### config.mk
export PLATFORM = sky130hd
export DESIGN_NAME = load_align
export DESIGN_NICKNAME = d
export VERILOG_FILES = /design/src/bpf_defs_pkg.sv /design/src/load_align.sv
export SDC_FILE = /design/constraint.sdc
export NUM_CORES = 1
export LEC_CHECK = 0
export BUFFER_PORTS_ARGS = -buffer_cell sky130_fd_sc_hd__buf_2
export CORE_MARGIN = 2
export CORE_UTILIZATION = 45
export DETAILED_ROUTE_END_ITERATION = 10
export MAX_ROUTING_LAYER = met4
export PLACE_DENSITY = 0.82
export SLEW_MARGIN = 20
export SYNTH_ARGS = -nofsm -noshare
export SYNTH_HDL_FRONTEND = slang
export SYNTH_SLANG_ARGS = --single-unit
### constraint.sdc
create_clock -name clk -period 2.3 [get_ports clk]
set_input_delay 0.23 -clock clk [delete_from_list [all_inputs] [get_ports clk]]
set_output_delay 0.23 -clock clk [all_outputs]
set_load 0.1 [all_outputs]
### src/bpf_defs_pkg.sv
package bpf_defs_pkg;

    // Load sizes, same field values as the classic BPF size bits
    typedef enum logic [1:0] {
        BPF_W = 2'd0,
        BPF_H = 2'd1,
        BPF_B = 2'd2
    } xfer_sz_e;

    // All-zero command word does nothing
    typedef enum logic [1:0] {
        OP_NOP   = 2'd0,
        OP_STORE = 2'd1,
        OP_LOAD  = 2'd2
    } cmd_op_e;

    // Load command as written to CMD
    typedef struct packed {
        cmd_op_e     op;
        xfer_sz_e    sz;
        logic [11:0] rsvd;
        logic [15:0] addr;
    } ld_cmd_t;

    // Store command, op field sits at the same place
    typedef struct packed {
        cmd_op_e     op;
        logic [5:0]  rsvd;
        logic [7:0]  data;
        logic [15:0] addr;
    } st_cmd_t;

    // One CMD word, read as load or store depending on op
    typedef union packed {
        ld_cmd_t ld;
        st_cmd_t st;
    } cmd_word_u;

    // STATUS layout
    localparam int STAT_LEN_W    = 16;
    localparam int STAT_OOB_BIT  = 16;
    localparam int STAT_BUSY_BIT = 17;

    // Number of bytes moved by one load
    function automatic logic [2:0] xfer_bytes(xfer_sz_e sz);
        case (sz)
            BPF_H:   return 3'd2;
            BPF_B:   return 3'd1;
            default: return 3'd4;
        endcase
    endfunction

endpackage

### src/load_align.sv
module load_align
    import bpf_defs_pkg::*;
#(
    parameter int BYTE_ADDR_WIDTH = 12,
    parameter int ADDR_WIDTH      = 9,
    parameter int WORD_W          = 64,
    parameter int PESS            = 0
) (
    input  logic                       clk,
    input  logic                       rst,

    // Load request from the FSM
    input  logic                       ld_en_i,
    input  logic [BYTE_ADDR_WIDTH-1:0] ld_byte_addr_i,
    input  xfer_sz_e                   ld_sz_i,

    // Memory read port
    output logic                       rd_en_o,
    output logic [ADDR_WIDTH-1:0]      rd_addr_o,
    input  logic [WORD_W-1:0]          rd_word_i,

    // Aligned result, 1+PESS cycles after ld_en_i
    output logic [31:0]                ld_data_o,
    output logic                       ld_vld_o
);

    localparam int OFF_W   = BYTE_ADDR_WIDTH - ADDR_WIDTH;
    // Fixed read latency of pkt_mem
    localparam int MEM_LAT = 1;

    logic [OFF_W-1:0]   off_pipe [MEM_LAT];
    xfer_sz_e           sz_pipe  [MEM_LAT];
    logic [MEM_LAT-1:0] vld_pipe;
    logic [OFF_W+2:0]   bit_off;
    logic [WORD_W+31:0] word_ext;
    logic [31:0]        sel_bytes;
    logic [31:0]        fit_data;

    // Upper bits pick the word, lower bits the byte inside it
    assign rd_en_o   = ld_en_i;
    assign rd_addr_o = ld_byte_addr_i[BYTE_ADDR_WIDTH-1:OFF_W];

    // Offset and size wait for the memory
    always_ff @(posedge clk) begin
        off_pipe[0] <= ld_byte_addr_i[OFF_W-1:0];
        sz_pipe[0]  <= ld_sz_i;
        for (int i = 1; i < MEM_LAT; i++) begin
            off_pipe[i] <= off_pipe[i-1];
            sz_pipe[i]  <= sz_pipe[i-1];
        end
    end

    always_ff @(posedge clk) begin
        if (!rst) begin
            vld_pipe <= '0;
        end else begin
            vld_pipe[0] <= ld_en_i;
            for (int i = 1; i < MEM_LAT; i++) begin
                vld_pipe[i] <= vld_pipe[i-1];
            end
        end
    end

    // Zero bytes appended so a read past the word end sees zeros
    assign word_ext  = {rd_word_i, 32'd0};
    assign bit_off   = {off_pipe[MEM_LAT-1], 3'b000};
    // 32 bits starting at the byte offset, byte 0 at the top
    assign sel_bytes = word_ext[WORD_W + 31 - bit_off -: 32];

    // Keep the leading bytes, right-justify, pad left with zeros
    always_comb begin
        case (sz_pipe[MEM_LAT-1])
            BPF_W:   fit_data = sel_bytes;
            BPF_H:   fit_data = {16'd0, sel_bytes[31:16]};
            BPF_B:   fit_data = {24'd0, sel_bytes[31:24]};
            default: fit_data = '0;
        endcase
    end

    generate
        if (PESS != 0) begin : g_out_reg
            // Extra stage to break the select path
            always_ff @(posedge clk) begin
                if (!rst) begin
                    ld_data_o <= '0;
                    ld_vld_o  <= 1'b0;
                end else begin
                    ld_data_o <= fit_data;
                    ld_vld_o  <= vld_pipe[MEM_LAT-1];
                end
            end
        end else begin : g_out_comb
            assign ld_data_o = fit_data;
            assign ld_vld_o  = vld_pipe[MEM_LAT-1];
        end
    endgenerate

endmodule

==> summary.md <==
| Metric | Value |
|---|---|
| Post-layout minimum cycle time | `2.31 ns` |
| CP cell instances | `buf_4 > mux2i_1 > mux4_2 > buf_4 > nor2_2 > buf_12` |
| RSZ-0062 raised after global routing | `yes` |
| DR WL met3 | `735 um` |
| Clock sink count | `6` |
| DRC | `0` |
| Worst Path Required | `2.07 ns` |
| Cells after Synth | `267` |
| Max Cap Viol | `0` |
| DRT iter0 DRCs | `208` |
| Synth top area cells | `mux2i_1, a22oi_1, mux2_2, dfxtp_1, buf_4` |
| Dpl ws | `0.155 ns` |
| CTS tree | `yes` |
| Routed wire length | `8.21 mm` |
| Most frequent cells in the layout | `buf_2, mux2i_1, buf_4` |
| Netlist cell types | `38` |
| Initial DRT Pass Iterations | `4` |
| Initial antenna violation count | `0` |
| Nets | `452` |
| Avg Vias per Cell | `6.53` |
| DRT antenna net count | `0` |
| Pin count of the biggest net entering global routing | `20` |
| Yosys reg bits | `6` |
| Syn nets | `348` |
| CP max FO | `10` |
| PortBufs | `105` |
| Hold buffers post-CTS | `0` |
| Detailed-placement wirelength estimate | `5.79 mm` |
| Area Growth Syn to Fin | `55.9%` |
| Share of the synthesized area in the top cell type | `26.4%` |
| RePlAce Congestion | `1.01` |
| # rows | `24` |
| H-tree depth reported by CTS | `1` |
| Initial Utilization | `47.7%` |
| Die footprint | `0.00528 mm^2` |
| Total power draw | `1.39 mW` |
| Highest routed layer | `met4` |
| VDD IR max | `374 uV` |
| Failing checks | `negative setup slack` |
| Status | `finished, violations left` |
| Slowest-stage cell, CP | `mux4_2` |
| Largest area contributor in the netlist | `mux2i_1` |
| IO Pins | `124` |
| Worst Hold Path Cells | `1` |
| Cts bufs inserted | `3` |
| Worst-path clk slew | `0.04 ns` |
| Vias in the first global route | `2724` |
| Clock buffer depth | `2` |
| Max Fclk | `433 MHz` |
| Commonest non-fill, non-tap cell in the layout | `buf_2` |
| Global-route wire length before repair | `12.7 mm` |
| PnR worst setup slack | `-0.00850 ns` |
| Final hold vios | `0` |
| Most used cell, CP | `buf_4` |
| Setup Crit Path Kind | `register to primary output` |
| HP Class | `primary input to register` |
| Met2 WL post-DR | `4.04 mm` |
| Syn avg cell area | `7.94 um^2` |
| Power Density | `419 mW/mm^2` |
| GRT Overall Usage | `30.5%` |
| Vias | `2755` |
| LEAKAGE | `1.51 nW` |
| Slew headroom | `62.9%` |
| WL met1 | `3.18 mm` |
| Register area share after synthesis | `5.66%` |
| Root Driver | `clkbuf_8` |
| Worst-Margin Slew | `0.555 ns` |
| Setup Viol. Count Final | `1` |
| Yosys warns | `0` |
| Largest stage delay, worst path | `0.55 ns` |
| Wire per inst | `19.4 um` |
| Antenna diode count | `0` |
| CP Launch Type | `register` |
| Chip width | `72.7 um` |
| Slew Viols, Final | `0` |
| Area of the core | `0.00444 mm^2` |
| Total global routing overflow | `0` |
| Layout cells sized above 1 | `53.2%` |
| Post-Synthesis Cell Area | `0.00212 mm^2` |
| WP data arrival | `2.08 ns` |
| Die height | `72.7 um` |
| Crit. End Element | `primary output` |
| Final worst path period share | `100%` |
## state kept, by name, summed over array words and instances, names as in the netlist
signal    count
off_pipe      3
sz_pipe       2
ld_vld_o      1
## per-layer routing
metal,vias up,track usage (%)
met5,-,-
met4,0,11.3
met3,35,5.66
met2,198,50.2
met1,1300,37.0
li1,1222,-
## worst max-delay path: cells and delay by family, from the launching register on
kind	cells	cell delay (ns)
multiplexers	2	0.65
buffers and inverters	3	0.55
flip-flops	1	0.45
AND/OR/NAND/NOR	1	0.18
## cells by family after synthesis
group                  synth area share, %
AO/OA/AOI/OAI                         29.0
multiplexers                          36.5
AND/OR/NAND/NOR                       14.9
buffers and inverters                 14.0
flip-flops                            5.66
## where the power goes
part / internal (mW) / total (mW) / switching, mW
combinational: 0.400 / 1.10 / 0.696
clock: 0.120 / 0.170 / 0.0507
sequential: 0.110 / 0.120 / 0.0105
## final cells by class
class / instances / area (um^2)
inverters: 3 / 15.0
well taps: 52 / 65.1
clock buffers: 4 / 45.0
fillers: 317 / 1140
multi-input cells: 220 / 1950
repair buffers: 137 / 1100
flip-flops and latches: 6 / 129
## cells in the mapped netlist
| cell | number |
|---|---|
| nand2b_1 | 3 |
| buf_2 | 10 |
| nor2_1 | 20 |
| inv_1 | 3 |
| o21ai_1 | 1 |
| o31a_1 | 1 |
| nor2b_1 | 3 |
| and2_1 | 2 |
| o211a_1 | 1 |
| a31oi_1 | 7 |
| a22oi_1 | 23 |
| mux2_2 | 11 |
| a211oi_1 | 8 |
| o221a_2 | 3 |
| o21ai_0 | 10 |
| mux2i_1 | 56 |
| o32ai_1 | 5 |
| nand2_1 | 22 |
| nor4b_1 | 1 |
| a22oi_2 | 1 |
| mux4_2 | 4 |
| clkbuf_1 | 7 |
| or2_0 | 2 |
| dfxtp_1 | 6 |
| o22ai_1 | 1 |
| o211ai_1 | 7 |
| nand3b_1 | 8 |
| a21oi_1 | 6 |
| buf_8 | 1 |
| buf_4 | 13 |
| o22a_1 | 3 |
| o221ai_1 | 2 |
| o221ai_2 | 1 |
| a221oi_1 | 3 |
| buf_6 | 5 |
| nand3_1 | 4 |
| buf_12 | 2 |
| or2_2 | 1 |
## metrics by stage
| stage | instance area, um^2 | TNS (ns) | instances | hold slack (ns) | utilization (%) |
|---|---|---|---|---|---|
| after floorplan | 2330 | -5.98 | 267 | 0.258 | - |
| after global placement | 3080 | 0 | 411 | 0.333 | 69.3 |
| after detailed placement | 3080 | 0 | 411 | 0.334 | 69.3 |
| after CTS | 3220 | 0 | 419 | 0.0992 | 72.4 |
| after global routing | 3310 | -0.269 | 422 | 0.0958 | 74.4 |
| final | 3310 | -0.00850 | 422 | 0.106 | 74.4 |
## path summary, 6_finish.rpt
path / slack [ns] / end / from
hold / removal: 0.11 / sz_pipe[0][0] / ld_sz_i[0]
setup / recovery: -0.008 / ld_data_o[30] / off_pipe[0][0]
## what timing repair did
action	4_1_cts	5_1_grt
setup buffers	3	2
pin swaps	1	2
setup endpoints to repair	13	14
gates cloned	1	1
resized for setup	5	15
Note: power is estimated with default switching activity, not from simulation.
