## config.mk

```make
export PLATFORM = sky130hd
export DESIGN_NAME = cmd_fsm
export DESIGN_NICKNAME = d
export VERILOG_FILES = /design/src/bpf_defs_pkg.sv /design/src/wb_regs_pkg.sv /design/src/cmd_fsm.sv
export SDC_FILE = /design/constraint.sdc
export NUM_CORES = 1
export LEC_CHECK = 0
export BUFFER_PORTS_ARGS = -buffer_cell sky130_fd_sc_hd__buf_4
export CAP_MARGIN = 0
export CORE_UTILIZATION = 49
export CTS_CLUSTER_SIZE = 24
export DETAILED_ROUTE_END_ITERATION = 7
export HOLD_SLACK_MARGIN = 0.12
export MAX_ROUTING_LAYER = met4
export PLACE_DENSITY = 0.78
export RECOVER_POWER = 50
export SYNTH_ARGS = -nofsm -noshare
export SYNTH_HDL_FRONTEND = slang
export SYNTH_SLANG_ARGS = --single-unit
```

## constraint.sdc

```tcl
create_clock -name clk -period 6.5 [get_ports clk]
set_input_delay 1.3 -clock clk [delete_from_list [all_inputs] [get_ports clk]]
set_output_delay 1.3 -clock clk [all_outputs]
set_load 0.05 [all_outputs]
```

## src/bpf_defs_pkg.sv

```systemverilog
package bpf_defs_pkg;

    // Load sizes, same field values as the classic BPF size bits
    typedef enum logic [1:0] {
        BPF_W = 2'd0,
        BPF_H = 2'd1,
        BPF_B = 2'd2
    } xfer_sz_e;

    // All-zero command word does nothing
    typedef enum logic [1:0] {
        OP_NOP   = 2'd0,
        OP_STORE = 2'd1,
        OP_LOAD  = 2'd2
    } cmd_op_e;

    // Load command as written to CMD
    typedef struct packed {
        cmd_op_e     op;
        xfer_sz_e    sz;
        logic [11:0] rsvd;
        logic [15:0] addr;
    } ld_cmd_t;

    // Store command, op field sits at the same place
    typedef struct packed {
        cmd_op_e     op;
        logic [5:0]  rsvd;
        logic [7:0]  data;
        logic [15:0] addr;
    } st_cmd_t;

    // One CMD word, read as load or store depending on op
    typedef union packed {
        ld_cmd_t ld;
        st_cmd_t st;
    } cmd_word_u;

    // STATUS layout
    localparam int STAT_LEN_W    = 16;
    localparam int STAT_OOB_BIT  = 16;
    localparam int STAT_BUSY_BIT = 17;

    // Number of bytes moved by one load
    function automatic logic [2:0] xfer_bytes(xfer_sz_e sz);
        case (sz)
            BPF_H:   return 3'd2;
            BPF_B:   return 3'd1;
            default: return 3'd4;
        endcase
    endfunction

endpackage

```

## src/wb_regs_pkg.sv

```systemverilog
package wb_regs_pkg;

    // Host sees four 32-bit registers
    localparam int WB_ADR_W = 2;

    // Word offsets on wb_adr_i
    // CMD, write only
    localparam logic [WB_ADR_W-1:0] REG_CMD    = 2'd0;
    // RESULT, read only, last load value
    localparam logic [WB_ADR_W-1:0] REG_RESULT = 2'd1;
    // STATUS, read only, length and flags
    localparam logic [WB_ADR_W-1:0] REG_STATUS = 2'd2;
    // CTRL, write only
    localparam logic [WB_ADR_W-1:0] REG_CTRL   = 2'd3;

    // CTRL bit that clears the packet length
    localparam int CTRL_CLR_BIT = 0;

endpackage
```

## src/cmd_fsm.sv

```systemverilog
module cmd_fsm
    import bpf_defs_pkg::*, wb_regs_pkg::*;
#(
    parameter int BYTE_ADDR_WIDTH = 12,
    parameter int ADDR_WIDTH      = 9,
    parameter int WORD_W          = 64
) (
    input  logic                       clk,
    input  logic                       rst,

    // Wishbone classic slave
    input  logic                       wb_cyc_i,
    input  logic                       wb_stb_i,
    input  logic                       wb_we_i,
    input  logic [WB_ADR_W-1:0]        wb_adr_i,
    input  logic [31:0]                wb_dat_i,
    output logic [31:0]                wb_dat_o,
    output logic                       wb_ack_o,

    input  logic [BYTE_ADDR_WIDTH:0]   pkt_len_i,

    // Store port of pkt_mem
    output logic                       wr_en_o,
    output logic [ADDR_WIDTH-1:0]      wr_addr_o,
    output logic [WORD_W/8-1:0]        wr_be_o,
    output logic [WORD_W-1:0]          wr_data_o,

    // Length counter
    output logic                       st_en_o,
    output logic [BYTE_ADDR_WIDTH-1:0] st_byte_addr_o,
    output logic                       clr_o,

    // Load path
    output logic                       ld_en_o,
    output logic [BYTE_ADDR_WIDTH-1:0] ld_byte_addr_o,
    output xfer_sz_e                   ld_sz_o,
    input  logic [31:0]                ld_data_i,
    input  logic                       ld_vld_i
);

    localparam int OFF_W     = BYTE_ADDR_WIDTH - ADDR_WIDTH;
    localparam int NB        = WORD_W / 8;
    localparam int PKT_BYTES = 2 ** BYTE_ADDR_WIDTH;

    typedef enum logic [1:0] {
        IDLE,
        DECODE,
        LOAD_WAIT,
        ACK
    } state_e;

    state_e           state_q;
    cmd_word_u        cmd;
    logic             in_decode;
    logic             cmd_wr;
    logic             is_load;
    logic             is_store;
    logic             st_ok;
    logic             ld_oob;
    logic [OFF_W-1:0] st_off;
    logic [16:0]      ld_end;
    logic [16:0]      ld_lane_end;
    logic [31:0]      status_word;
    logic [31:0]      result_q;
    logic             oob_q;
    logic [31:0]      dat_q;

    // Master holds its inputs until ack, so DECODE reads them directly
    assign cmd       = wb_dat_i;
    assign in_decode = (state_q == DECODE);
    assign cmd_wr    = in_decode && wb_we_i && (wb_adr_i == REG_CMD);
    assign is_load   = cmd_wr && (cmd.ld.op == OP_LOAD);
    assign is_store  = cmd_wr && (cmd.st.op == OP_STORE);

    // Stores beyond the RAM are dropped
    assign st_ok  = ({1'b0, cmd.st.addr} < 17'(PKT_BYTES));
    assign st_off = cmd.st.addr[OFF_W-1:0];

    // Bounds: end past packet length, or bytes spilling into the next word
    assign ld_end      = {1'b0, cmd.ld.addr} + 17'(xfer_bytes(cmd.ld.sz));
    assign ld_lane_end = 17'(cmd.ld.addr[OFF_W-1:0]) + 17'(xfer_bytes(cmd.ld.sz));
    assign ld_oob      = (ld_end > 17'(pkt_len_i)) || (ld_lane_end > 17'(NB));

    // Store goes straight to memory and counter in DECODE
    assign wr_en_o        = is_store && st_ok;
    assign wr_addr_o      = cmd.st.addr[BYTE_ADDR_WIDTH-1:OFF_W];
    assign wr_data_o      = {NB{cmd.st.data}};
    assign st_en_o        = wr_en_o;
    assign st_byte_addr_o = cmd.st.addr[BYTE_ADDR_WIDTH-1:0];

    // Byte 0 sits in the top lane
    always_comb begin
        wr_be_o = '0;
        wr_be_o[NB - 1 - st_off] = 1'b1;
    end

    assign clr_o = in_decode && wb_we_i && (wb_adr_i == REG_CTRL)
                   && wb_dat_i[CTRL_CLR_BIT];

    // Only loads that pass the check reach the pipeline
    assign ld_en_o        = is_load && !ld_oob;
    assign ld_byte_addr_o = cmd.ld.addr[BYTE_ADDR_WIDTH-1:0];
    assign ld_sz_o        = cmd.ld.sz;

    always_comb begin
        status_word = '0;
        status_word[STAT_LEN_W-1:0] = STAT_LEN_W'(pkt_len_i);
        status_word[STAT_OOB_BIT]   = oob_q;
        status_word[STAT_BUSY_BIT]  = (state_q == LOAD_WAIT);
    end

    always_ff @(posedge clk) begin
        if (!rst) begin
            state_q  <= IDLE;
            result_q <= '0;
            oob_q    <= 1'b0;
        end else begin
            case (state_q)
                IDLE: begin
                    if (wb_cyc_i && wb_stb_i) begin
                        state_q <= DECODE;
                    end
                end
                DECODE: begin
                    if (ld_en_o) begin
                        state_q <= LOAD_WAIT;
                    end else begin
                        state_q <= ACK;
                        // Rejected load reads as zero
                        if (is_load) begin
                            result_q <= '0;
                            oob_q    <= 1'b1;
                        end
                    end
                end
                LOAD_WAIT: begin
                    // One load in flight, vld comes back 1+PESS later
                    if (ld_vld_i) begin
                        result_q <= ld_data_i;
                        oob_q    <= 1'b0;
                        state_q  <= ACK;
                    end
                end
                ACK: begin
                    state_q <= IDLE;
                end
                default: begin
                    state_q <= IDLE;
                end
            endcase
        end
    end

    // Read data latched in DECODE, shown during ACK
    always_ff @(posedge clk) begin
        if (in_decode && !wb_we_i) begin
            case (wb_adr_i)
                REG_RESULT: dat_q <= result_q;
                REG_STATUS: dat_q <= status_word;
                default:    dat_q <= '0;
            endcase
        end
    end

    assign wb_dat_o = dat_q;
    // Single-cycle ack, ACK always returns to IDLE
    assign wb_ack_o = (state_q == ACK);

endmodule

```

==> qor.csv <==
metric,value,unit
status,"complete, but fails checks",
failing checks,"capacitance limit, slew limit",
vias in the first global route,4163,
sequential area share after synthesis,31.3,%
reg-to-reg endpoint,wb_dat_o[30]$_DFFE_PP_,
largest area contributor in the netlist,edfxtp_1,
crit path DAT,4.69,ns
die height,106,µm
startpoint types,primary input,
clock root buffer,clkbuf_8,
first-pass GRT wire length,20.8,mm
FP Rows,37,
final hold viol count,0,
Power Density,244,mW/mm²
die area,0.0113,mm²
Initial Util,51.0,%
Routability Congestion,0.826,
Area Overhead vs Synth,8.10,%
FF-to-FF path depth,4,
ys async rst share,0,%
Worst Tran Pin Value,2.84,ns
GRT Util Overall,23.8,%
largest net degree at the start of global routing,36,
fraction of layout instances using a drive strength above 1,29.6,%
Critical R2R Launch,state_q[1]$_SDFFE_PN0P_,
TNS Setup,0,ns
most common cell in the synthesized netlist,buf_4,
area of the multi-input gates,0.00244,mm²
min-delay src,result_q[21]$_SDFFE_PN0P_,
crit path capture type,primary output,
CTS Buf Count,9,
worst reg-to-reg setup slack,3.12,ns
worst hold path class,flip-flop to flip-flop,
CTS tree,built,
clock latency on the worst-skew pair,0.34,ns
CTS H-tree depth,3,
post-cts sizing count,0,
syn nets,702,
Placed Cells incl. Taps,746,
syn avg cell area,9.02,µm²
Cell variety after synth,52,
Worst Hold Path Cells,1,
detailed placement HPWL,9.00,mm
Area contributors post-synth,"edfxtp_1, buf_4, dfxtp_1",
"critical path fanouts, max",3,
Slew Limit Fails,33,
RSZ-0062 raised after global routing,no,
Ant. Diodes,0,
maximum vdd drop,137,µV
LEAKAGE,2.38,nW
net switching power,566,µW
Finished Layout Cells,762,
Synth Flop Type,dfxtp_1,
Sink Count,67,
worst hold slack,0.579,ns
period utilization,92.2,%
Cells after Synth,589,
Post-synth EDFFs,32,
register share of total power,38.2,%
DR vias/cell,5.53,
register bit total from synthesis,67,
Post-Syn Area,0.00532,mm²
slew margin rel.,-89.9,%
final WL,12.9,mm
number of I/O pins,229,
Avg WL per Cell,16.9,µm
Max Cap Viol,1,
DRC Markers,0,
post-route ant nets,0,
Crit Path Class,primary input to primary output,
CTS Hold Bufs,0,
Final setup viols,0,
I/O Buffers,152,
Worst Skew,0.00681,ns
Clock Path Buffers,2,
Register Area,0.00166,mm²
Final min period,5.99,ns
CP required,5.20,ns
fillers,994,
maximum clock frequency,0.167,GHz
"CTS clk-pin slew, worst paths",0.07,ns
GRT Residual Overflow,0,
initial drt markers,245,
"Setup Fix Bufs, Post-CTS",0,
Synth top area share,18.1,%
clock share of power,23.8,%
Die X,106,µm
Comb power frac,38.0,%
antenna violations before repair,0,
Core Footprint,0.0104,mm²
worst hold path endpoint,wb_dat_o[21]$_DFFE_PP_,
cell-internal power,834,µW
synth warn,0,
Switching Share,40.4,%
Nets,734,
drt first pass iters,5,
Vias,4214,
Commonest cells post-synth,"buf_4, inv_1, nand2_1",
[layout by cell type (no fill, tap or decap), drive strengths merged, types with 3 or more instances in the layout]
master,n
inv,58
edfxtp,32
a211oi,33
and3,22
xor2,5
a21oi,9
xnor2,6
nor2,5
nand2,42
nor3,3
nand4,4
nand3,5
ha,27
clkbuf,46
and4,4
nor3b,4
a22oi,15
nand2b,3
o21ai,36
buf,124
clkinv,4
o21a,35
nor2b,16
o31ai,33
dfxtp,35
[logic make-up (layout without fill, tap and decap cells)]
kind of cell	count (synthesis)	count (layout)	share of synthesized area [%]
AND/OR/NAND/NOR	115	115	12.0
multiplexers	1	1	0.188
AO/OA/AOI/OAI	170	170	24.9
adder cells (fa/ha/maj)	28	28	6.73
XOR/XNOR	11	11	1.81
buffers and inverters	197	234	23.1
flip-flops	67	67	31.3
[layer usage]
| metal | part of all wire (%) | GRT usage, % | routed length [µm] | up-vias |
|---|---|---|---|---|
| li1 | - | - | - | 2016 |
| met1 | 41 | 28.9 | 5250 | 1990 |
| met2 | 51 | 41.0 | 6600 | 189 |
| met3 | 6.7 | 3.31 | 868 | 19 |
| met4 | 1.4 | 7.14 | 187 | 0 |
| met5 | 0 | - | 0 | - |
[flip-flops by register name, summed over array words and instances (netlist names)]
register / count
oob_q: 1
result_q: 32
state_q: 2
wb_dat_o: 32
[final cells by class]
type	count	share of cell area (%)
clock buffers	10	2.22
repair buffers	160	18.6
flip-flops and latches	67	28.9
well taps	136	2.96
clock inverters	6	0.980
multi-input cells	325	42.5
inverters	58	3.79
[critical path, stage by stage]
cell	delay, ns
buf_4	0.12
inv_1	0.05
ha_1	0.14
ha_1	0.16
inv_1	0.05
fa_1	0.39
inv_1	0.07
a21oi_1	0.10
nor2_1	0.18
and2_1	0.19
nand4_1	0.13
xnor2_1	0.14
ha_1	0.28
a211oi_1	0.23
o21bai_1	0.16
a2111oi_2	0.43
a21o_2	0.20
and2_1	0.16
buf_4	0.21
[worst max path at each step]
stage	from	to	slack (ns)	depth (start not counted)
6_report	wb_dat_i[28]	ld_en_o	0.51	19
5_1_grt	wb_dat_i[28]	ld_en_o	0.25	19
4_1_cts	wb_dat_i[28]	ld_en_o	0.47	19
3_5_place_dp	wb_dat_i[28]	ld_en_o	0.48	19
3_3_place_gp	wb_dat_i[28]	ld_en_o	0.57	19
2_1_floorplan	wb_dat_i[28]	ld_en_o	0.58	19
[per-stage QoR]
stage          area, µm²  setup WS, ns  power [mW]  util, %
2_1_floorplan       5320         0.582        1.05        -
3_3_place_gp        5700         0.575        1.08     54.7
6_report            5750         0.505        1.40     55.2
4_1_cts             5880         0.475        1.43     56.5
3_5_place_dp        5700         0.481        1.10     54.7
5_1_grt             5750         0.253        1.47     55.2
[power groups by stage]
stage	logic [mW]	clock network, mW	registers (mW)
floorplan	0.400	0	0.646
global placement	0.544	0	0.539
detailed placement	0.560	0	0.543
CTS	0.563	0.336	0.533
global route	0.574	0.352	0.540
finish	0.532	0.333	0.535
Note: power is estimated with default switching activity, not from simulation.
