$ cat config.mk
export PLATFORM = sky130hd
export DESIGN_NAME = pkt_len_counter
export DESIGN_NICKNAME = d
export VERILOG_FILES = /design/src/pkt_len_counter.sv
export SDC_FILE = /design/constraint.sdc
export NUM_CORES = 1
export LEC_CHECK = 0
export BUFFER_PORTS_ARGS = -buffer_cell sky130_fd_sc_hd__buf_2
export CELL_PAD_IN_SITES_DETAIL_PLACEMENT = 0
export CELL_PAD_IN_SITES_GLOBAL_PLACEMENT = 1
export CORE_MARGIN = 2
export CORE_UTILIZATION = 38
export DETAILED_ROUTE_END_ITERATION = 6
export PLACE_DENSITY = 0.78
export SLEW_MARGIN = 20
export SYNTH_ARGS = -nofsm -noshare
export SYNTH_HDL_FRONTEND = slang
export SYNTH_SLANG_ARGS = --single-unit
$ cat constraint.sdc
create_clock -name clk -period 2.5 [get_ports clk]
set_input_delay 0.125 -clock clk [delete_from_list [all_inputs] [get_ports clk]]
set_output_delay 0.125 -clock clk [all_outputs]
set_load 0.005 [all_outputs]
$ cat src/pkt_len_counter.sv
module pkt_len_counter #(
    parameter int BYTE_ADDR_WIDTH = 12
) (
    input  logic                       clk,
    input  logic                       rst,

    // Store seen by the memory
    input  logic                       st_en_i,
    input  logic [BYTE_ADDR_WIDTH-1:0] st_byte_addr_i,

    // Start a new packet
    input  logic                       clr_i,

    // One bit wider so a full RAM fits
    output logic [BYTE_ADDR_WIDTH:0]   pkt_len_o
);

    logic [BYTE_ADDR_WIDTH:0] st_end;

    // Length implied by this store
    assign st_end = {1'b0, st_byte_addr_i} + 1'b1;

    // Only grows, so stores out of order still give the highest end
    always_ff @(posedge clk) begin
        if (!rst) begin
            pkt_len_o <= '0;
        end else if (clr_i) begin
            // Clear wins over a store in the same cycle
            pkt_len_o <= '0;
        end else if (st_en_i && (st_end > pkt_len_o)) begin
            pkt_len_o <= st_end;
        end
    end

endmodule

==> impl_results.md, run 1 <==
- Outcome: finished clean
- Drt wl/cell: 13.9 µm
- CP max FO: 10
- Multiplexer area fraction after synthesis: 0.0181
- Net Sw Frac: 0.348
- Final setup viols: 0
- WP data arrival: 2.40 ns
- Largest net degree at the start of global routing: 11
- Clk Latency, worst-skew pair: 0.29 ns
- P_int: 0.358 mW
- Core area: 2760 µm²
- Simple-gate share of the synthesized area: 0.172
- Part of the power in combinational logic: 0.341
- Mapped Cells: 124
- Post-CTS Setup Inserts: 0
- Final net count: 194
- Max cap viols: 0
- Most flops, register: pkt_len_o
- Htree depth: 1
- Hold Path Class: primary input to flip-flop
- Hpwl dp: 2.27 mm
- Global routing's busiest layer: met2
- WP data required: 2.66 ns
- Minimum clock period: 2.25 ns
- Overall routing resource usage: 0.175
- First-pass GRT wire length: 4.46 mm
- Post-synthesis cell type count: 37
- Synth top area share: 0.236
- DIE HEIGHT: 57.9 µm
- IO Pins: 29
- Gr ovfl total: 0
- Synth Area in Adders: 0.159
- Via count: 1,077
- RSZ-0062 raised after global routing: no
- Largest register FFs: 13
- Net switching power: 0.191 mW
- Number of CTS-inserted buffers: 3
- Antenna Nets Post-Route: 0
- Slew @ Worst Pin: 0.437 ns
- Clk slew on worst S/H paths: 0.10 ns
- Worst setup path category: primary input to flip-flop
- Clock Power Share: 0.257
- Synth top area cells: dfxtp_1 24%, ha_1 16%, a211oi_1 12%, xnor2_1 4.8%, inv_1 4.1%
- Mapped cell area: 1100 µm²
- Seq pwr share: 0.403
- Pwr Density: 400 nW/µm²
- Met3 Use GR: 0.0290
- Total power: 0.549 mW
- Final hold vios: 0
- Synthesized area per cell: 8.91 µm²
- N_diodes: 0
- CTS tree: built
- Clock Skew: 0.00733 ns
- Met1 Use GR: 0.234
- DR iter-0 viols: 26
- Max-slew violations: 0
- Largest family of logic cells by synthesized area: compound AO/OA/AOI/OAI gates
- Worst R2R Setup Slack: 0.43 ns
- Static leakage: 0.590 nW
- Initial antenna violation count: 0
- Fin crit share: 0.899
- Synth area leader: dfxtp_1
- XOR/XNOR share of the synthesized area: 0.0793
- Clock Path Buffers: 2
- Gpl congestion: 0.831
- DRC: 0
- Syn-to-layout area delta: 24.5%
- Top flop regs: pkt_len_o: 13 flops
- Worst setup SP type: primary input
- Synth warn: 0
- Multi-input gate area: 788 µm²
- Yosys reg bits: 13
- Compound-Gate Fraction of Synth Area: 0.284
- Slew margin rel.: 0.708
- Clock sink count: 13
- Met2 Use GR: 0.286
- Max VDD drop: 0.000247 V
- Die X: 57.9 µm
- Share of cells above drive strength 1: 0.307
- IO buf count: 28
- Seq/Total Area, Yosys: 0.236
- Filler Cell Count: 262
- Core Util, Final: 0.499
- Root Driver: clkbuf_4
- Die Footprint: 3350 µm²
- Vias in the first global route: 977
- Fmax: 445 MHz
- Overall routed net length: 2.69 mm
- Vias per cell: 5.55
- Row cnt: 19
- CP Capture Type: flip-flop
- Synth Net Count: 154
- Initial DRT Pass Iterations: 4
- FF+latch area: 260 µm²
- Starting Density: 0.401
[power by group through the flow]
stage / clock, mW / combinational, mW / sequential, mW
floorplan: 0 / 0.116 / 0.227
global placement: 0 / 0.184 / 0.226
detailed placement: 0 / 0.187 / 0.226
CTS: 0.145 / 0.188 / 0.222
global route: 0.153 / 0.209 / 0.223
finish: 0.141 / 0.187 / 0.221
[routing by layer]
| layer | routed length (µm) | share of wire |
|---|---|---|
| met2 | 1210 | 0.45 |
| met4 | 32 | 0.012 |
| met3 | 120 | 0.045 |
| met5 | 0 | 0 |
| met1 | 1330 | 0.49 |
[worst max-delay path: stages]
cell,delay [ns]
buf_2,0.12
ha_1,0.16
and2_1,0.21
nand2_1,0.09
xnor2_1,0.18
ha_1,0.35
nand3_2,0.09
o21bai_1,0.19
a311o_2,0.52
a211oi_1,0.29
a211oi_1,0.09
[area by class of cell]
class / count / share of cell area
Clock buffer: 3 / 0.0164
Clock inverter: 1 / 0.00364
Inverter: 12 / 0.0328
Multi-Input combinational cell: 96 / 0.573
Sequential cell: 13 / 0.189
Tap cell: 31 / 0.0282
Timing Repair Buffer: 38 / 0.157
[per-stage QoR]
stage	setup TNS, ns	cell area, µm²	hold WS, ns	cells	worst slack (ns)
finish	0	1380	0.160	194	0.254
global route	0	1380	0.181	194	0.0821
CTS	0	1370	0.160	194	0.160
detailed placement	-1.09	1350	0.475	190	-0.106
global placement	-0.269	1350	0.461	190	-0.0475
floorplan	0	1100	0.345	124	0.216
[Yosys cell counts]
master and count:
a211oi_1 18, ha_1 14, dfxtp_1 13, inv_1 12, nand2_1 11, xnor2_1 6, a21oi_1 5, nand3_1 4
nand4_1 4, xor2_1 4, nor2_1 3, and3_1 2, buf_1 2, mux2i_1 2, nor2b_1 2, a21oi_4 1
a311o_1 1, a311oi_2 1, and2_1 1, buf_2 1, nand2b_1 1, nand3_2 1, nand4_2 1, nand4_4 1
nor3_1 1, o2111ai_1 1, o211a_1 1, o211ai_1 1, o21a_1 1, o21ai_1 1, o21bai_1 1, o221a_2 1
o221ai_1 1, o31ai_1 1, o41a_1 1, o41ai_4 1, or3_1 1
[placed cells by master, fill, tap and decap left out, drive strengths merged, types with 2 or more instances in the layout]
cell type  Yosys  final
ha            14     14
xor2           4      4
and3           2      2
buf            3     38
nand4          6      6
nor2b          2      2
dfxtp         13     13
xnor2          6      6
a21oi          6      6
mux2i          2      2
nand3          5      5
nand2         11     11
a211oi        18     18
inv           12     12
nor2           3      3
clkbuf         0      3
[kinds of logic after synthesis]
family | count (synthesis)
AO/OA/AOI/OAI | 37
AND/OR/NAND/NOR | 33
buffers and inverters | 15
adder cells (fa/ha/maj) | 14
flip-flops | 13
XOR/XNOR | 10
multiplexers | 2
[path summary, 6_finish.rpt]
kind	startpoint	endpoint	depth (start not counted)
worst min-delay path	clr_i	pkt_len_o[0]$_SDFFE_PP0P_	3
worst max register to register	pkt_len_o[4]$_SDFFE_PP0P_	pkt_len_o[3]$_SDFFE_PP0P_	7
worst max-delay path	st_byte_addr_i[0]	pkt_len_o[3]$_SDFFE_PP0P_	11
worst min register to register	pkt_len_o[6]$_SDFFE_PP0P_	pkt_len_o[6]$_SDFFE_PP0P_	2
[timing repair]
item	in CTS	in global routing
hold buffers	0	0
resized for setup	0	1
setup endpoints to repair	0	8
No activity file was read; power rests on OpenSTA's default activity.
==> inputs of run 2 (changes only) <==
- CTS_BUF_LIST: default -> sky130_fd_sc_hd__clkbuf_16
- PLACE_DENSITY: 0.78 -> 0.83
- SKIP_LAST_GASP: default -> 1
==> run 2 against run 1 <==
  * Design area increased by 3.3%
  * Routed wire length increased by 9.0%
  * Global-route usage increased by 1.0 points
  * Power increased by 31%
  * Register-to-register slack about the same
  * Combinational power about the same
  * Clock power increased by 120%
  * Hold slack improved by 0.060 ns
  * Count of clock-buffer cells in the layout unchanged
  * Sequential share of layout area decreased by 0.60 points
  * Critical path type unchanged
  * Largest cell class unchanged
  * Largest power group is now the clock network
==> impl_results.md, run 2 (synthesis gave the netlist of run 1 again) <==
- Initial antenna violation count: 0
- Number of CTS-inserted buffers: 3
- Share of cells above drive strength 1: 0.302
- CP max FO: 10
- Via count: 1,083
- CP Capture Type: flip-flop
- Minimum clock period: 2.28 ns
- Fin crit share: 0.913
- Hold Path Class: primary input to flip-flop
- Gpl congestion: 0.842
- Core area: 2760 µm²
- Seq pwr share: 0.308
- DR iter-0 viols: 23
- Hpwl dp: 2.33 mm
- Die Footprint: 3350 µm²
- Static leakage: 0.611 nW
- Max VDD drop: 0.000449 V
- Final setup viols: 0
- Final hold vios: 0
- Syn-to-layout area delta: 28.5%
- Largest register FFs: 13
- Most frequent cells in the layout: 28 x buf_2, 18 x a211oi_1, 14 x ha_1, 13 x inv_1, 13 x dfxtp_1
- Gr ovfl total: 0
- DRC: 0
- Final cell count without fillers: 193
- N_diodes: 0
- Post-CTS Setup Inserts: 0
- Vias per cell: 5.61
- Largest net degree at the start of global routing: 11
- Net Sw Frac: 0.292
- Starting Density: 0.401
- Worst setup SP type: primary input
- P_int: 0.511 mW
- Vias in the first global route: 1,020
- Top flop regs: pkt_len_o: 13 flops
- Net switching power: 0.211 mW
- Worst setup path category: primary input to flip-flop
- Dpl cells: 189
- Clock Power Share: 0.428
- Clk slew on worst S/H paths: 0.05 ns
- Total power: 0.722 mW
- First-pass GRT wire length: 4.68 mm
- Antenna Nets Post-Route: 0
- Slew margin rel.: 0.696
- IO Pins: 29
- Initial DRT Pass Iterations: 4
- Slew @ Worst Pin: 0.456 ns
- Root Driver: clkbuf_16
- Fmax: 438 MHz
- Max-slew violations: 0
- CTS tree: built
- Die X: 57.9 µm
- Clk Latency, worst-skew pair: 0.25 ns
- RSZ-0062 raised after global routing: no
- Final net count: 193
- DIE HEIGHT: 57.9 µm
- Max cap viols: 0
- Row cnt: 19
- IO buf count: 28
- Pwr Density: 508 nW/µm²
- Outcome: finished clean
- Overall routed net length: 2.93 mm
- Clock sink count: 13
- WP data arrival: 2.39 ns
- Commonest non-fill, non-tap cell in the layout: buf_2
- Drt wl/cell: 15.2 µm
- Part of the power in combinational logic: 0.264
- Most flops, register: pkt_len_o
- Clock Path Buffers: 2
- Htree depth: 1
- WP data required: 2.61 ns
- Overall routing resource usage: 0.185
- Clock Skew: 0.00103 ns
run 2: changes by cell type in the layout (fill, tap and decap cells not counted), sizes merged:
cell	previous run	this run
inv	12	13
buf	38	37
clkinv	1	0
run 2: what timing repair did:
| item | 4_1_cts | 5_1_grt |
|---|---|---|
| gates resized for setup | 0 | 2 |
| hold buffers | 0 | 0 |
| endpoints found under the setup margin | 0 | 13 |
| hold endpoints to repair | 0 | 0 |
run 2: power by group through the flow:
stage	logic (mW)	registers, mW	clock network (mW)
after detailed placement	0.187	0.226	0
after CTS	0.189	0.223	0.315
final	0.190	0.223	0.309
after global placement	0.183	0.226	0
after global routing	0.211	0.223	0.326
after floorplan	0.116	0.227	0
run 2: worst max-delay path, cell delays in order:
cell	delay (ns)
buf_2	0.12
ha_1	0.20
and2_2	0.21
nand2_1	0.09
xnor2_1	0.12
ha_1	0.35
nand3_2	0.09
o21bai_1	0.20
a311o_2	0.52
a211oi_1	0.26
a211oi_1	0.09
run 2: layout make-up:
| class | count | area [µm²] |
|---|---|---|
| Fill cell | 260 | 1340 |
| Tap cell | 31 | 38.8 |
| Sequential cell | 13 | 260 |
| Timing Repair Buffer | 37 | 208 |
| Clock inverter | 1 | 3.75 |
| Multi-Input combinational cell | 96 | 790 |
| Inverter | 12 | 45.0 |
| Clock buffer | 3 | 75.1 |
run 2: final timing paths:
path	start	to	slack [ns]	depth (start not counted)
max	st_byte_addr_i[0]	pkt_len_o[6]$_SDFFE_PP0P_	0.22	11
min	clr_i	pkt_len_o[0]$_SDFFE_PP0P_	0.22	3
max reg2reg	pkt_len_o[4]$_SDFFE_PP0P_	pkt_len_o[6]$_SDFFE_PP0P_	0.44	7
min reg2reg	pkt_len_o[1]$_SDFFE_PP0P_	pkt_len_o[1]$_SDFFE_PP0P_	0.48	2
run 2: metal layers:
metal / part of all wire / up-vias / global-route usage
li1: - / 547 / -
met1: 0.44 / 491 / 0.239
met2: 0.47 / 40 / 0.295
met3: 0.071 / 5 / 0.0402
met4: 0.019 / 0 / 0.0831
met5: 0 / - / 0
run 2: metrics by stage:
stage	setup TNS, ns	worst slack (ns)	hold WS, ns	util	cell area, µm²
floorplan	0	0.216	0.345	-	1100
global placement	-0.239	-0.0436	0.460	0.485	1340
detailed placement	-1.19	-0.154	0.474	0.485	1340
CTS	0	0.0944	0.212	0.514	1420
global route	0	0.0307	0.238	0.515	1420
finish	0	0.217	0.220	0.515	1420
==> inputs of run 3 (changes only) <==
- GPL_TIMING_DRIVEN: default -> 0
==> run 3 against run 2 <==
  * Sequential cell count unchanged
  * Final cell count down 2.1%
  * Sequential share of layout area up 0.25 points
  * Via count down 2.0%
  * Routed wire length down 11%
  * Die area unchanged
  * Largest cell class unchanged
==> impl_results.md, run 3 (synthesis gave the netlist of run 1 again) <==
- Core Util, Final: 0.508
- IO buf count: 28
- Number of CTS-inserted buffers: 3
- Vias in the first global route: 965
- Max cap viols: 0
- Clk Latency, worst-skew pair: 0.24 ns
- Row cnt: 19
- Final net count: 189
- CP Capture Type: flip-flop
- CP top delay family: compound AO/OA/AOI/OAI gates
- Via count: 1,061
- First-pass GRT wire length: 4.29 mm
- DIE HEIGHT: 57.9 µm
- Pwr Density: 502 nW/µm²
- Initial antenna violation count: 0
- WP data arrival: 2.49 ns
- Clock Path Buffers: 2
- Crit path cell chain: buf_2 -> ha_1 -> and2_4 -> nand2_1 -> xnor2_1 -> ha_1 -> nand3_2 -> o21bai_1 -> a311o_1 -> buf_4 -> a21oi_4 -> mux2i_1
- DR iter-0 viols: 14
- Filler Cell Count: 273
- Max VDD drop: 0.000621 V
- Final setup viols: 0
- Commonest non-fill, non-tap cell in the layout: buf_2
- Core area: 2760 µm²
- CP max FO: 10
- Most flops, register: pkt_len_o
- Overall routed net length: 2.61 mm
- Gr ovfl total: 0
- Htree depth: 1
- Antenna Nets Post-Route: 0
- Slew margin rel.: 0.678
- Drt wl/cell: 13.8 µm
- Top flop regs: pkt_len_o: 13 flops
- Clock sink count: 13
- Most frequent cells in the layout: 28 x buf_2, 17 x a211oi_1, 14 x ha_1, 13 x inv_1, 13 x dfxtp_1
- Hold Path Class: primary input to flip-flop
- Static leakage: 0.589 nW
- RSZ-0062 raised after global routing: no
- Crit-path slowest cell: a311o_1
- Critical Path Max Stage Delay: 0.36 ns
- Most used cell, CP: ha_1
- N_diodes: 0
- Final WS setup: 0.180 ns
- Die X: 57.9 µm
- Overall routing resource usage: 0.165
- Buf/Inv on CP: 2
- Final hold vios: 0
- Minimum clock period: 2.32 ns
- Gpl congestion: 0.837
- WP data required: 2.67 ns
- IO Pins: 29
- Vias per cell: 5.61
- Hold_ws: 0.233 ns
- Max-slew violations: 0
- Fmax: 431 MHz
- Largest register FFs: 13
- Clock Skew: 0.000472 ns
- Starting Density: 0.401
- Clk slew on worst S/H paths: 0.05 ns
- Initial DRT Pass Iterations: 4
- Share of cells above drive strength 1: 0.291
- DRC: 0
- Syn-to-layout area delta: 26.8%
- Hpwl dp: 2.10 mm
- Fin crit share: 0.928
- Worst setup path category: primary input to flip-flop
- Worst slack, placed: -0.290 ns
- Die Footprint: 3350 µm²
- Slew @ Worst Pin: 0.484 ns
- CTS tree: built
- Largest net degree at the start of global routing: 11
- Root Driver: clkbuf_16
- Worst setup SP type: primary input
- Outcome: finished clean
[run 3: changes by cell type in the layout (fill, tap and decap cells not counted), sizes merged]
cell | previous run | this run
buf | 37 | 33
[run 3: worst paths after layout]
| kind | startpoint | slack, ns | end | depth (start not counted) |
|---|---|---|---|---|
| worst min-delay path | clr_i | 0.23 | pkt_len_o[0]$_SDFFE_PP0P_ | 3 |
| worst max-delay path | st_byte_addr_i[0] | 0.18 | pkt_len_o[1]$_SDFFE_PP0P_ | 12 |
| worst max register to register | pkt_len_o[4]$_SDFFE_PP0P_ | 0.40 | pkt_len_o[1]$_SDFFE_PP0P_ | 8 |
| worst min register to register | pkt_len_o[4]$_SDFFE_PP0P_ | 0.47 | pkt_len_o[4]$_SDFFE_PP0P_ | 2 |
[run 3: tightest hold or removal path, stage by stage]
cell	delay, ns
buf_2	0.08
nor2b_1	0.09
o211a_1	0.13
[run 3: stage by stage]
stage / std cells / TNS [ns] / total power, mW / cell area (µm²)
after floorplan: 124 / 0 / 0.343 / 1100
after global placement: 183 / -3.28 / 0.394 / 1280
after detailed placement: 183 / -3.42 / 0.400 / 1280
after CTS: 187 / 0 / 0.708 / 1370
after global routing: 189 / 0 / 0.743 / 1400
final: 189 / 0 / 0.704 / 1400
[run 3: routing by layer]
layer	global-route usage	vias to the layer above	share of wire	routed length [µm]
met5	0	-	0	0
met4	0.0199	0	0.0065	17
met3	0.0558	2	0.062	162
met2	0.265	30	0.46	1200
met1	0.221	486	0.47	1230
li1	-	543	-	-
[run 3: power breakdown]
group          leakage [nW]  total, mW  switching [mW]  internal, mW
sequential            0.106      0.222         0.00453         0.217
combinational         0.441      0.180           0.105        0.0744
clock                0.0423      0.302          0.0909         0.211
total                 0.589      0.704           0.201         0.503
[run 3: timing repair]
| item | 4_1_cts | 5_1_grt |
|---|---|---|
| setup buffers | 0 | 3 |
| pin swaps | 1 | 4 |
| setup endpoints to repair | 10 | 13 |
| hold buffers | 0 | 0 |
| gates cloned | 0 | 0 |
| resized for setup | 1 | 6 |
[run 3: area by class of cell]
class	count	area [µm²]	share of cell area
Buffer	2	11.3	0.00804
Clock buffer	3	75.1	0.0536
Sequential cell	13	260	0.186
Tap cell	31	38.8	0.0277
Clock inverter	1	3.75	0.00268
Timing Repair Buffer	31	163	0.116
Multi-Input combinational cell	96	805	0.574
Inverter	12	45.0	0.0321
